==> src/mips_isa_pkg.sv <==
package mips_isa_pkg;

    // major opcodes, instr[31:26]
    typedef enum logic [5:0] {
        op_rtype = 6'h00,
        op_beq   = 6'h04,
        op_addi  = 6'h08,
        op_lw    = 6'h23,
        op_sw    = 6'h2b
    } opcode_t;

    // r-type function codes, instr[5:0]
    typedef enum logic [5:0] {
        fn_sll = 6'h00,
        fn_srl = 6'h02,
        fn_add = 6'h20,
        fn_sub = 6'h22,
        fn_and = 6'h24,
        fn_or  = 6'h25,
        fn_slt = 6'h2a
    } funct_t;

    // instruction field positions
    localparam int op_hi  = 31;
    localparam int op_lo  = 26;
    localparam int rs_hi  = 25;
    localparam int rs_lo  = 21;
    localparam int rt_hi  = 20;
    localparam int rt_lo  = 16;
    localparam int rd_hi  = 15;
    localparam int rd_lo  = 11;
    localparam int sh_hi  = 10;
    localparam int sh_lo  = 6;
    localparam int fn_hi  = 5;
    localparam int fn_lo  = 0;
    localparam int imm_hi = 15;
    localparam int imm_lo = 0;

    localparam logic [31:0] reset_pc = 32'h0000_0000;
    localparam logic [31:0] nop_word = 32'h0000_0000; // sll $0, $0, 0

endpackage

==> src/mips_ctrl_pkg.sv <==
package mips_ctrl_pkg;

    // operation carried down to the execute stage
    typedef enum logic [3:0] {
        alu_add = 4'd0,
        alu_sub = 4'd1,
        alu_and = 4'd2,
        alu_or  = 4'd3,
        alu_slt = 4'd4,
        alu_sll = 4'd5,
        alu_srl = 4'd6
    } alu_op_t;

    // destination register select, 3 bits wide as in the older pipeline
    typedef enum logic [2:0] {
        dst_rt = 3'd0,
        dst_rd = 3'd1
    } regdst_t;

    // write-back source
    typedef enum logic [1:0] {
        wb_alu = 2'd0,
        wb_mem = 2'd1
    } wb_src_t;

endpackage

==> src/reg_file.sv <==
`timescale 1ns/1ps

module reg_file (
    input  logic        clk,
    input  logic        reset,
    input  logic [4:0]  raddr1,
    input  logic [4:0]  raddr2,
    output logic [31:0] rdata1,
    output logic [31:0] rdata2,
    input  logic        we,
    input  logic [4:0]  waddr,
    input  logic [31:0] wdata
);

    logic [31:0] regs [1:31]; // $0 has no storage

    // zero register, then write-through bypass, then the array
    function automatic logic [31:0] read_port(input logic [4:0] addr);
        if (addr == 5'd0) begin
            return 32'd0;
        end else if (we && (waddr == addr)) begin
            return wdata;
        end else begin
            return regs[addr];
        end
    endfunction

    always_ff @(posedge clk or posedge reset) begin
        if (reset) begin
            for (int i = 1; i < 32; i++) begin
                regs[i] <= 32'd0;
            end
        end else if (we && (waddr != 5'd0)) begin
            regs[waddr] <= wdata; // writes to $0 dropped
        end
    end

    always_comb rdata1 = read_port(raddr1);
    always_comb rdata2 = read_port(raddr2);

endmodule

==> src/decode_unit.sv <==
`timescale 1ns/1ps

module decode_unit
    import mips_isa_pkg::*, mips_ctrl_pkg::*;
(
    input  logic [31:0] instr,
    output logic        alusrc,
    output logic        regwrite,
    output logic        memwrite,
    output logic        memread,
    output regdst_t     regdst,
    output alu_op_t     aluop,
    output wb_src_t     memtoreg,
    output logic [31:0] sign_ext_offset
);

    opcode_t opcode;
    funct_t  funct;

    assign opcode = opcode_t'(instr[op_hi:op_lo]);
    assign funct  = funct_t'(instr[fn_hi:fn_lo]);

    assign sign_ext_offset = {{16{instr[imm_hi]}}, instr[imm_hi:imm_lo]};

    always_comb begin
        // defaults describe a bubble
        alusrc   = 1'b0;
        regwrite = 1'b0;
        memwrite = 1'b0;
        memread  = 1'b0;
        regdst   = dst_rt;
        aluop    = alu_add;
        memtoreg = wb_alu;

        case (opcode)
            op_rtype: begin
                regdst   = dst_rd;
                regwrite = 1'b1;
                case (funct)
                    fn_add:  aluop = alu_add;
                    fn_sub:  aluop = alu_sub;
                    fn_and:  aluop = alu_and;
                    fn_or:   aluop = alu_or;
                    fn_slt:  aluop = alu_slt;
                    fn_sll:  aluop = alu_sll;
                    fn_srl:  aluop = alu_srl;
                    default: regwrite = 1'b0; // unknown funct, no write
                endcase
            end
            op_addi: begin
                alusrc   = 1'b1;
                regwrite = 1'b1;
            end
            op_lw: begin
                alusrc   = 1'b1;
                regwrite = 1'b1;
                memread  = 1'b1;
                memtoreg = wb_mem;
            end
            op_sw: begin
                alusrc   = 1'b1;
                memwrite = 1'b1;
            end
            // sub with no write and no access marks a branch downstream
            op_beq:  aluop = alu_sub;
            default: ;
        endcase
    end

endmodule

==> src/id_ex.sv <==
`timescale 1ns/1ps

module id_ex
    import mips_ctrl_pkg::*;
(
    input  logic        clk,
    input  logic        reset,
    input  logic        flush,

    input  logic [31:0] pc_in,
    input  logic [31:0] reg_data1,
    input  logic [31:0] reg_data2,
    input  logic [31:0] sign_ext_offset,
    input  logic [4:0]  rd,
    input  logic [4:0]  rt,
    input  logic [5:0]  func,
    input  logic [4:0]  shamt,

    output logic [31:0] pc_out,
    output logic [31:0] reg_data1_out,
    output logic [31:0] reg_data2_out,
    output logic [31:0] sign_ext_offset_out,
    output logic [4:0]  rd_out,
    output logic [4:0]  rt_out,
    output logic [5:0]  func_out,
    output logic [4:0]  shamt_out,

    // control from decode
    input  logic        alusrc_in,
    input  regdst_t     regdst_in,
    input  logic        regwrite_in,
    input  alu_op_t     aluop_in,
    input  logic        memwrite_in,
    input  logic        memread_in,
    input  wb_src_t     memtoreg_in,

    // control to execute and later stages
    output logic        alusrc_out,
    output regdst_t     regdst_out,
    output logic        regwrite_out,
    output alu_op_t     aluop_out,
    output logic        memwrite_out,
    output logic        memread_out,
    output wb_src_t     memtoreg_out
);

    // operands and fields
    always_ff @(posedge clk or posedge reset) begin
        if (reset) begin
            pc_out              <= 32'd0;
            reg_data1_out       <= 32'd0;
            reg_data2_out       <= 32'd0;
            sign_ext_offset_out <= 32'd0;
            rd_out              <= 5'd0;
            rt_out              <= 5'd0;
            func_out            <= 6'd0;
            shamt_out           <= 5'd0;
        end else begin
            pc_out              <= pc_in;
            reg_data1_out       <= reg_data1;
            reg_data2_out       <= reg_data2;
            sign_ext_offset_out <= sign_ext_offset;
            rd_out              <= rd;
            rt_out              <= rt;
            func_out            <= func;
            shamt_out           <= shamt;
        end
    end

    // control, cleared on flush so the slot turns into a bubble
    always_ff @(posedge clk or posedge reset) begin
        if (reset) begin
            alusrc_out   <= 1'b0;
            regdst_out   <= dst_rt;
            regwrite_out <= 1'b0;
            aluop_out    <= alu_add;
            memwrite_out <= 1'b0;
            memread_out  <= 1'b0;
            memtoreg_out <= wb_alu;
        end else if (flush) begin
            alusrc_out   <= 1'b0;
            regdst_out   <= dst_rt;
            regwrite_out <= 1'b0;
            aluop_out    <= alu_add; // not sub, so no branch either
            memwrite_out <= 1'b0;
            memread_out  <= 1'b0;
            memtoreg_out <= wb_alu;
        end else begin
            alusrc_out   <= alusrc_in;
            regdst_out   <= regdst_in;
            regwrite_out <= regwrite_in;
            aluop_out    <= aluop_in;
            memwrite_out <= memwrite_in;
            memread_out  <= memread_in;
            memtoreg_out <= memtoreg_in;
        end
    end

endmodule

==> src/execute_stage.sv <==
`timescale 1ns/1ps

module execute_stage
    import mips_ctrl_pkg::*;
(
    input  logic [31:0] pc,
    input  logic [31:0] reg_data1,
    input  logic [31:0] reg_data2,
    input  logic [31:0] sign_ext_offset,
    input  logic [4:0]  rd,
    input  logic [4:0]  rt,
    input  logic [4:0]  shamt,
    input  logic        alusrc,
    input  regdst_t     regdst,
    input  alu_op_t     aluop,
    input  logic        is_branch,
    output logic [31:0] alu_result,
    output logic [31:0] store_data,
    output logic [31:0] branch_target,
    output logic [4:0]  dest_reg,
    output logic        branch_taken
);

    logic [31:0] op_a;
    logic [31:0] op_b;

    assign op_a = reg_data1;
    assign op_b = alusrc ? sign_ext_offset : reg_data2; // immediate for addi, lw, sw

    always_comb begin
        case (aluop)
            alu_add: alu_result = op_a + op_b;
            alu_sub: alu_result = op_a - op_b;
            alu_and: alu_result = op_a & op_b;
            alu_or:  alu_result = op_a | op_b;
            alu_slt: alu_result = {31'd0, $signed(op_a) < $signed(op_b)};
            // shifts act on rt by shamt
            alu_sll: alu_result = op_b << shamt;
            alu_srl: alu_result = op_b >> shamt; // logical, zero fill
            default: alu_result = 32'd0;
        endcase
    end

    assign store_data = reg_data2; // sw writes rt

    assign dest_reg = (regdst == dst_rd) ? rd : rt;

    // beq subtracts, equal operands give zero
    assign branch_taken  = is_branch && (alu_result == 32'd0);
    assign branch_target = pc + 32'd4 + {sign_ext_offset[29:0], 2'b00};

endmodule

==> src/mips_core.sv <==
`timescale 1ns/1ps

module mips_core
    import mips_isa_pkg::*, mips_ctrl_pkg::*;
(
    input  logic        clk,
    input  logic        reset,
    output logic [31:0] imem_addr,
    input  logic [31:0] imem_data,
    output logic [31:0] dmem_addr,
    output logic [31:0] dmem_wdata,
    output logic        dmem_we,
    output logic        dmem_re,
    input  logic [31:0] dmem_rdata
);

    logic [31:0] pc;

    // if/id
    logic [31:0] ifid_pc;
    logic [31:0] ifid_instr;

    // decode outputs
    logic        dec_alusrc;
    logic        dec_regwrite;
    logic        dec_memwrite;
    logic        dec_memread;
    regdst_t     dec_regdst;
    alu_op_t     dec_aluop;
    wb_src_t     dec_memtoreg;
    logic [31:0] dec_imm;
    logic [31:0] rf_data1;
    logic [31:0] rf_data2;

    // id/ex outputs
    logic [31:0] ex_pc;
    logic [31:0] ex_data1;
    logic [31:0] ex_data2;
    logic [31:0] ex_imm;
    logic [4:0]  ex_rd;
    logic [4:0]  ex_rt;
    logic [4:0]  ex_shamt;
    logic        ex_alusrc;
    regdst_t     ex_regdst;
    logic        ex_regwrite;
    alu_op_t     ex_aluop;
    logic        ex_memwrite;
    logic        ex_memread;
    wb_src_t     ex_memtoreg;
    logic        ex_is_branch;

    // execute results
    logic [31:0] alu_result;
    logic [31:0] store_data;
    logic [31:0] branch_target;
    logic [4:0]  dest_reg;
    logic        branch_taken;

    // ex/mem
    logic [31:0] exmem_alu;
    logic [31:0] exmem_store;
    logic [4:0]  exmem_dest;
    logic        exmem_regwrite;
    logic        exmem_memwrite;
    logic        exmem_memread;
    wb_src_t     exmem_memtoreg;

    // mem/wb
    logic [31:0] memwb_alu;
    logic [31:0] memwb_rdata;
    logic [4:0]  memwb_dest;
    logic        memwb_regwrite;
    wb_src_t     memwb_memtoreg;
    logic [31:0] wb_data;

    always_ff @(posedge clk or posedge reset) begin
        if (reset) begin
            pc <= reset_pc;
        end else if (branch_taken) begin
            pc <= branch_target;
        end else begin
            pc <= pc + 32'd4;
        end
    end

    assign imem_addr = pc;

    always_ff @(posedge clk or posedge reset) begin
        if (reset) begin
            ifid_pc    <= 32'd0;
            ifid_instr <= 32'd0;
        end else begin
            ifid_pc    <= pc;
            ifid_instr <= branch_taken ? nop_word : imem_data; // squash wrong-path fetch
        end
    end

    decode_unit u_decode (
        .instr           (ifid_instr),
        .alusrc          (dec_alusrc),
        .regwrite        (dec_regwrite),
        .memwrite        (dec_memwrite),
        .memread         (dec_memread),
        .regdst          (dec_regdst),
        .aluop           (dec_aluop),
        .memtoreg        (dec_memtoreg),
        .sign_ext_offset (dec_imm)
    );

    reg_file u_reg_file (
        .clk    (clk),
        .reset  (reset),
        .raddr1 (ifid_instr[rs_hi:rs_lo]),
        .raddr2 (ifid_instr[rt_hi:rt_lo]),
        .rdata1 (rf_data1),
        .rdata2 (rf_data2),
        .we     (memwb_regwrite),
        .waddr  (memwb_dest),
        .wdata  (wb_data)
    );

    id_ex u_id_ex (
        .clk                 (clk),
        .reset               (reset),
        .flush               (branch_taken),
        .pc_in               (ifid_pc),
        .reg_data1           (rf_data1),
        .reg_data2           (rf_data2),
        .sign_ext_offset     (dec_imm),
        .rd                  (ifid_instr[rd_hi:rd_lo]),
        .rt                  (ifid_instr[rt_hi:rt_lo]),
        .func                (ifid_instr[fn_hi:fn_lo]),
        .shamt               (ifid_instr[sh_hi:sh_lo]),
        .pc_out              (ex_pc),
        .reg_data1_out       (ex_data1),
        .reg_data2_out       (ex_data2),
        .sign_ext_offset_out (ex_imm),
        .rd_out              (ex_rd),
        .rt_out              (ex_rt),
        .func_out            (),
        .shamt_out           (ex_shamt),
        .alusrc_in           (dec_alusrc),
        .regdst_in           (dec_regdst),
        .regwrite_in         (dec_regwrite),
        .aluop_in            (dec_aluop),
        .memwrite_in         (dec_memwrite),
        .memread_in          (dec_memread),
        .memtoreg_in         (dec_memtoreg),
        .alusrc_out          (ex_alusrc),
        .regdst_out          (ex_regdst),
        .regwrite_out        (ex_regwrite),
        .aluop_out           (ex_aluop),
        .memwrite_out        (ex_memwrite),
        .memread_out         (ex_memread),
        .memtoreg_out        (ex_memtoreg)
    );

    // only beq decodes to sub without a write or memory access
    assign ex_is_branch = (ex_aluop == alu_sub) && !ex_regwrite
                          && !ex_memwrite && !ex_memread;

    execute_stage u_execute (
        .pc              (ex_pc),
        .reg_data1       (ex_data1),
        .reg_data2       (ex_data2),
        .sign_ext_offset (ex_imm),
        .rd              (ex_rd),
        .rt              (ex_rt),
        .shamt           (ex_shamt),
        .alusrc          (ex_alusrc),
        .regdst          (ex_regdst),
        .aluop           (ex_aluop),
        .is_branch       (ex_is_branch),
        .alu_result      (alu_result),
        .store_data      (store_data),
        .branch_target   (branch_target),
        .dest_reg        (dest_reg),
        .branch_taken    (branch_taken)
    );

    always_ff @(posedge clk or posedge reset) begin
        if (reset) begin
            exmem_alu      <= 32'd0;
            exmem_store    <= 32'd0;
            exmem_dest     <= 5'd0;
            exmem_regwrite <= 1'b0;
            exmem_memwrite <= 1'b0;
            exmem_memread  <= 1'b0;
            exmem_memtoreg <= wb_alu;
        end else begin
            exmem_alu      <= alu_result;
            exmem_store    <= store_data;
            exmem_dest     <= dest_reg;
            exmem_regwrite <= ex_regwrite;
            exmem_memwrite <= ex_memwrite;
            exmem_memread  <= ex_memread;
            exmem_memtoreg <= ex_memtoreg;
        end
    end

    // data memory answers in the same cycle
    assign dmem_addr  = exmem_alu;
    assign dmem_wdata = exmem_store;
    assign dmem_we    = exmem_memwrite;
    assign dmem_re    = exmem_memread;

    always_ff @(posedge clk or posedge reset) begin
        if (reset) begin
            memwb_alu      <= 32'd0;
            memwb_rdata    <= 32'd0;
            memwb_dest     <= 5'd0;
            memwb_regwrite <= 1'b0;
            memwb_memtoreg <= wb_alu;
        end else begin
            memwb_alu      <= exmem_alu;
            memwb_rdata    <= dmem_rdata;
            memwb_dest     <= exmem_dest;
            memwb_regwrite <= exmem_regwrite;
            memwb_memtoreg <= exmem_memtoreg;
        end
    end

    assign wb_data = (memwb_memtoreg == wb_mem) ? memwb_rdata : memwb_alu;

endmodule

==> config.mk <==
export PLATFORM = sky130hd
export DESIGN_NAME = mips_core
export DESIGN_NICKNAME = d
export VERILOG_FILES = /design/src/mips_isa_pkg.sv /design/src/mips_ctrl_pkg.sv /design/src/reg_file.sv /design/src/decode_unit.sv /design/src/id_ex.sv /design/src/execute_stage.sv /design/src/mips_core.sv
export SDC_FILE = /design/constraint.sdc
export NUM_CORES = 2
export LEC_CHECK = 0
export ABC_AREA = 0
export BUFFER_PORTS_ARGS = -buffer_cell sky130_fd_sc_hd__buf_2
export CORE_UTILIZATION = 40
export CTS_CLUSTER_SIZE = 24
export DETAILED_ROUTE_END_ITERATION = 12
export PLACE_DENSITY_LB_ADDON = 0.2
export SLEW_MARGIN = 0
export SYNTH_ARGS = -nofsm -noshare
export SYNTH_HDL_FRONTEND = slang
export SYNTH_SLANG_ARGS = --single-unit
==> constraint.sdc <==
create_clock -name clk -period 72.9 [get_ports clk]
set_input_delay 18.225 -clock clk [delete_from_list [all_inputs] [get_ports clk]]
set_output_delay 18.225 -clock clk [all_outputs]
set_load 0.005 [all_outputs]
## Word-level counts from Yosys, hierarchy flattened

Index checks and enable logic that the tools add are counted.

| word-level totals | value |
|---|---|
| word-level logic and storage cells | 153 |
| register bits | 1369 |

| cells by class | value |
|---|---|
| $add $sub $neg | 5 |
| bitwise operators | 5 |
| $lt $le $gt $ge | 5 |
| mux-type cells | 35 |
| equality and inequality tests | 20 |
| reduce and logical (&&, ||, !) cells | 21 |
| shift operators | 2 |

Operators by type and width:

| kind | number |
|---|---|
| 992-bit bitwise mux | 1 |
| 32-bit two-way mux | 13 |
| 32-bit binary-select mux with 5-bit select | 2 |
| 32-bit case mux with 7 select lines | 1 |
| 32-bit demux with 5-bit select | 1 |
| 32-bit by 3-bit adder with 32-bit output, second input constant | 2 |
| 32-bit adder | 2 |
| 6-bit == test, second input constant | 7 |
| 32-bit AND | 1 |
| 32-bit logical NOT | 1 |
| 32-bit < comparator | 1 |
| 32-bit OR | 1 |
| 32-bit by 5-bit left shift with 32-bit output | 1 |
| 32-bit by 5-bit >> shifter with 32-bit output | 1 |
| 32-bit subtractor | 1 |
| 6-bit greater-or-equal comparator, second input constant | 3 |
| 5-bit NOT with 6-bit output | 3 |
| 3-bit case mux with 6 select lines | 1 |
| 4-bit by 3-bit == test with 1-bit output, second input constant | 3 |
| 6-bit logical NOT | 2 |
| 1-bit two-way mux | 12 |
| 5-bit == test | 2 |
| 5-bit logical NOT | 2 |
| 4-bit by 2-bit == test with 1-bit output, second input constant | 2 |
| 17 further kinds | 27 |

## Logic depth before layout (Yosys ltp)

| logic depth | value |
|---|---|
| depth in word-level cells | 6 |
| gate-level depth with buffers | 25 |
| mapped depth without buffers | 17 |

## Hierarchy

A second synthesis with hierarchy kept.

| second synthesis, totals | value |
|---|---|
| cell total of the unflattened synthesis | 6288 |
| area total of the unflattened synthesis | 79984.2 um2 |

By module, submodules not included:

| module | times used | cells each | area an instance (um2) |
|---|---|---|---|
| reg_file | 1 | 3645 | 53695.2 |
| execute_stage | 1 | 1919 | 13963.4 |
| mips_core | 1 | 477 | 7646.1 |
| id_ex | 1 | 177 | 4192.8 |
| decode_unit | 1 | 70 | 486.7 |

## Worst setup path before layout

No wires, ideal clock.

| timing | value |
|---|---|
| kind | reg-to-output |
| from | register pc[13] (netlist: imem_addr[13]) |
| to | output imem_addr[13] |
| buffers on the path | 0 |
| arrival time | 417 ps |
| path slack | 54258 ps |
| cell stages (with the launch flop) | 1 |
| cell sequence | dfrtp_1 |

RTL lines:

| element | RTL line | RTL |
|---|---|---|
| start: declaration | mips_core.sv:17 | `logic [31:0] pc;` |
| start signal: assignment | mips_core.sv:78 | `pc <= reset_pc;` |
| start signal: assignment | mips_core.sv:80 | `pc <= branch_target;` |
| start signal: assignment | mips_core.sv:82 | `pc <= pc + 32'd4;` |
| end: declaration | mips_core.sv:8 | `output logic [31:0] imem_addr,` |

No word-level cell between the ends.

==> flow_summary_export.csv <==
group,metric,value,unit
hold_path,worstHoldStart,"ifid_pc[29]",
sta,worst_pin_slew,1.317,ns
setup_path,reg2reg_from,"u_id_ex.alusrc_out",
setup_path,path_max_fanout,105,
power,p_sw_share,27.35,%
final_layout,multi_input_area,38040,µm²
setup_path,cpLargestDelayFamily,"buffers and inverters",
global_route,grt_first_pass_wirelength,387500,µm
yosys,synth_cells,6839,
sta,relSlewSlack,10.30,%
detailed_routing,dr.first_iter.drc_count,5007,
sta,hold_ws,0.3482,ns
final_layout,seq_area,33980,µm²
sta,finalSetupViolCount,0,
detailed_routing,vias_per_cell,6.071,
global_route,grtUsageTotal,28.06,%
cts,tritoncts.num_buffers,148,
cts,clk_pin_slew,0.06,ns
yosys,async_flop_share,100.0,%
yosys,synthFlopType,"dfrtp_1",
outcome,status,"complete, no violations",
cts,post_cts_buffers,0,
sta,rsz0062_at_grt,"no",
setup_path,cp.buffers_inverters,6,
setup_path,arrival,22.30,ns
sta,fin_crit_sh,29.50,%
cts,clock_path_buffers,3,
power,seq_power_share,44.1,%
setup_path,cp-end-kind,"asynchronous set/reset pin",
sta,fmaxAchievable,0.04649,GHz
setup_path,crit_top_cell,"buf_4",
placed_design,port_buffers,163,
setup_path,r2r-end,"imem_addr[1]",
yosys,synth_edf_count,0,
final_layout,stdcell_area,82770,µm²
final_layout,n_fill_cell,16980,
global_route,antenna_found_initial,15,
final_layout,syn_to_final_growth,11.51,%
sta,min_period,21.51,ns
cts,clk_latency,0.82,ns
power,p_sw,0.0005085,W
floorplanning,core,183700,µm²
detailed_routing,wl,261500,µm
yosys,syn_avg_cell_area,10.85,µm²
detailed_routing,antenna_left,0,
setup_path,critPathRequiredTime,73.69,ns
cts,cts_resized,0,
setup_path,crit_type,"input port to asynchronous set/reset pin",
sta,finClkSkew,0.03433,ns
global_route,grt_max_degree,177,
hold_path,worstHoldEndpoint,"u_id_ex.pc_out[29]",
yosys,synth-seq-cells,1356,
placed_design,routabilityCongestion,0.9752,
floorplanning,die_area,187300,µm²
setup_path,critPathLaunchType,"input port",
floorplanning,die_w,432.8,µm
hold_path,hold_depth,0,
detailed_routing,routedWlPerCell,28.19,µm
power,p_leak,35.89,nW
global_route,grt_overflow,0,
setup_path,worstPathCellList,"buf_2 -> inv_8 -> buf_4 -> buf_4 -> buf_4 -> buf_4",
power,p_int,0.001351,W
cts,tritoncts,"done",
final_layout,layout-drive-gt1-share,20.41,%
yosys,syn_area,74230,µm²
power,p_per_area,22.46,nW/µm²
final_layout,final_nets,6919,
detailed_routing,vias,56330,
final_layout,largest_reg_flops,992,
setup_path,cpPeakStageDelay,0.89,ns
cts,cts_root_buf,"clkbuf_16",
detailed_routing,drc_errors,0,
floorplanning,die_h,432.8,µm
floorplanning,boundaryPins,164,
placed_design,dpl.hpwl,163100,µm
hold_path,hold_path.class,"register to register",
detailed_routing,drt_pass1_iterations,8,
power,pwr-share-comb,12.7,%
power,ir_drop,0.02875,mV
placed_design,placed_area,77560,µm²
cts,clock-sinks,1356,
setup_path,reg2regPathDepth,18,
final_layout,largest_register,"u_reg_file.regs",
floorplanning,rows,157,
floorplanning,start_util,40.42,%
yosys,yosysWarnings,0,
yosys,syn_nets,7071,
cts,cts_hold_buf,0,
sta,hold_viol,0,
sta,finalMaxSlewViolations,0,
sta,finalSetupTns,0,ns
yosys,synthDistinctLibCells,91,
global_route,grt_pass1_vias,55720,
power,p_clk_share,43.1,%
cts,htreeDepth,4,
run,cap_violations,0,
setup_path,r2r_slack,64.50,ns
setup_path,cpMaxStageDelayCell,"buf_4",
yosys,ys_seq_area_share,45.71,%
## final cells by class
class	instances	area share, %
multi-input cells	4751	45.96
flip-flops and latches	1356	41.06
clock buffers	220	5.365
well taps	2464	3.725
repair buffers	307	2.397
clock inverters	54	0.9221
inverters	123	0.5668
diodes	3	0.009069
## metrics by stage
step	worst slack, ns	std cells	utilization, %	power, W
after floorplan	16.45	6839	-	0.0009793
after global placement	50.47	9001	42.23	0.001064
after detailed placement	50.39	9001	42.23	0.001067
after CTS	51.28	9275	45.06	0.001871
after global routing	50.76	9275	45.06	0.001926
final	51.39	9278	45.07	0.001859
## per-layer routing
metal / share of wire (%) / up-vias / GRT usage (%) / wire (µm)
met1: 42 / 28860 / 38.08 / 109000
met3: 7.2 / 543 / 4.736 / 18720
met4: 4.2 / 8 / 11.38 / 11060
li1: - / 24610 / - / -
met2: 47 / 2302 / 44.65 / 122700
met5: 0.023 / - / 0 / 61
## how the worst max path moves through the flow
stage / startpoint / end / slack (ns) / cells past startpoint
CTS: reset / dmem_addr[23] / 51.28 / 6
floorplan: reset / dmem_addr[0] / 16.45 / 1
global route: reset / u_id_ex.reg_data1_out[26] / 50.76 / 6
global placement: reset / dmem_addr[26] / 50.47 / 6
finish: reset / dmem_addr[24] / 51.39 / 6
detailed placement: reset / memwb_rdata[25] / 50.39 / 6
## cells by family (layout without fill, tap and decap cells)
| logic type | Yosys count | after routing | synth area share [%] |
|---|---|---|---|
| other | 0 | 3 | 0 |
| muxes | 916 | 916 | 22.39 |
| adders and majority gates | 166 | 166 | 2.828 |
| and+or+nand+nor | 1828 | 1828 | 10.41 |
| AOI/OAI and AO/OA | 1749 | 1749 | 13.79 |
| DFF | 1356 | 1356 | 45.71 |
| xor gates and xnor gates | 92 | 92 | 1.085 |
| buffers and inverters | 732 | 704 | 3.792 |
## cells in the mapped netlist, types with 34 or more instances
library cell | number | share of area (%)
mux4_2 | 582 | 18
nor3_1 | 67 | 0.45
o31ai_1 | 50 | 0.51
xor2_1 | 49 | 0.58
o211ai_1 | 41 | 0.41
buf_1 | 74 | 0.37
a21o_1 | 35 | 0.35
nand3_1 | 51 | 0.34
nand2_1 | 731 | 3.7
mux2_2 | 130 | 2.0
a21oi_1 | 646 | 4.4
clkbuf_1 | 503 | 2.5
nor2b_1 | 59 | 0.50
a221oi_1 | 41 | 0.48
o22ai_1 | 36 | 0.30
a211oi_1 | 64 | 0.65
ha_1 | 163 | 2.7
o21ai_0 | 605 | 4.1
mux2i_1 | 200 | 2.7
inv_1 | 121 | 0.61
xnor2_1 | 43 | 0.51
nor2_1 | 738 | 3.7
dfrtp_1 | 1356 | 46
a22o_1 | 34 | 0.40
## layout by cell type (no fill, tap or decap), types with 20 or more instances in the layout
| cell | n |
|---|---|
| nor3_1 | 66 |
| a22o_1 | 34 |
| nor2b_1 | 56 |
| ha_1 | 163 |
| mux2i_1 | 168 |
| buf_4 | 137 |
| buf_2 | 163 |
| a211oi_1 | 64 |
| dfrtp_1 | 1339 |
| clkbuf_8 | 36 |
| a21oi_1 | 646 |
| clkbuf_1 | 31 |
| nand2_1 | 716 |
| mux2i_4 | 21 |
| mux2_2 | 130 |
| nand2b_1 | 28 |
| xnor2_1 | 43 |
| or3_1 | 20 |
| clkbuf_16 | 153 |
| inv_1 | 120 |
| a31oi_1 | 22 |
| a221oi_1 | 41 |
| o21ai_0 | 603 |
| xor2_1 | 49 |
| mux4_2 | 582 |
| nor2_1 | 721 |
| o22ai_1 | 36 |
| o211ai_1 | 41 |
| a21o_1 | 35 |
| nor4_1 | 20 |
| nand3_1 | 51 |
| o31ai_1 | 50 |
## worst register-to-register path, stage by stage (launching register included)
cell,delay [ns]
dfrtp_4,0.75
buf_4,0.64
and2_0,0.29
buf_4,0.29
a21oi_1,0.13
ha_1,0.58
inv_1,0.17
nor2_1,0.40
nand3_1,0.16
nor4_1,1.02
o211ai_1,0.27
a21o_1,0.24
a31oi_1,0.23
nand3_1,0.23
nor2_1,0.14
or4b_2,0.70
nor4_4,0.71
buf_4,0.86
mux2_2,0.50
## power by group through the flow
stage          combinational (W)  clock [W]  sequential, W
6_report                0.000237   0.000802       0.000821
3_5_place_dp            0.000234          0       0.000833
3_3_place_gp            0.000233          0       0.000831
2_1_floorplan           0.000162          0       0.000818
5_1_grt                 0.000255   0.000847       0.000824
4_1_cts                 0.000235   0.000816       0.000820
(Power assumes the default switching activity.)
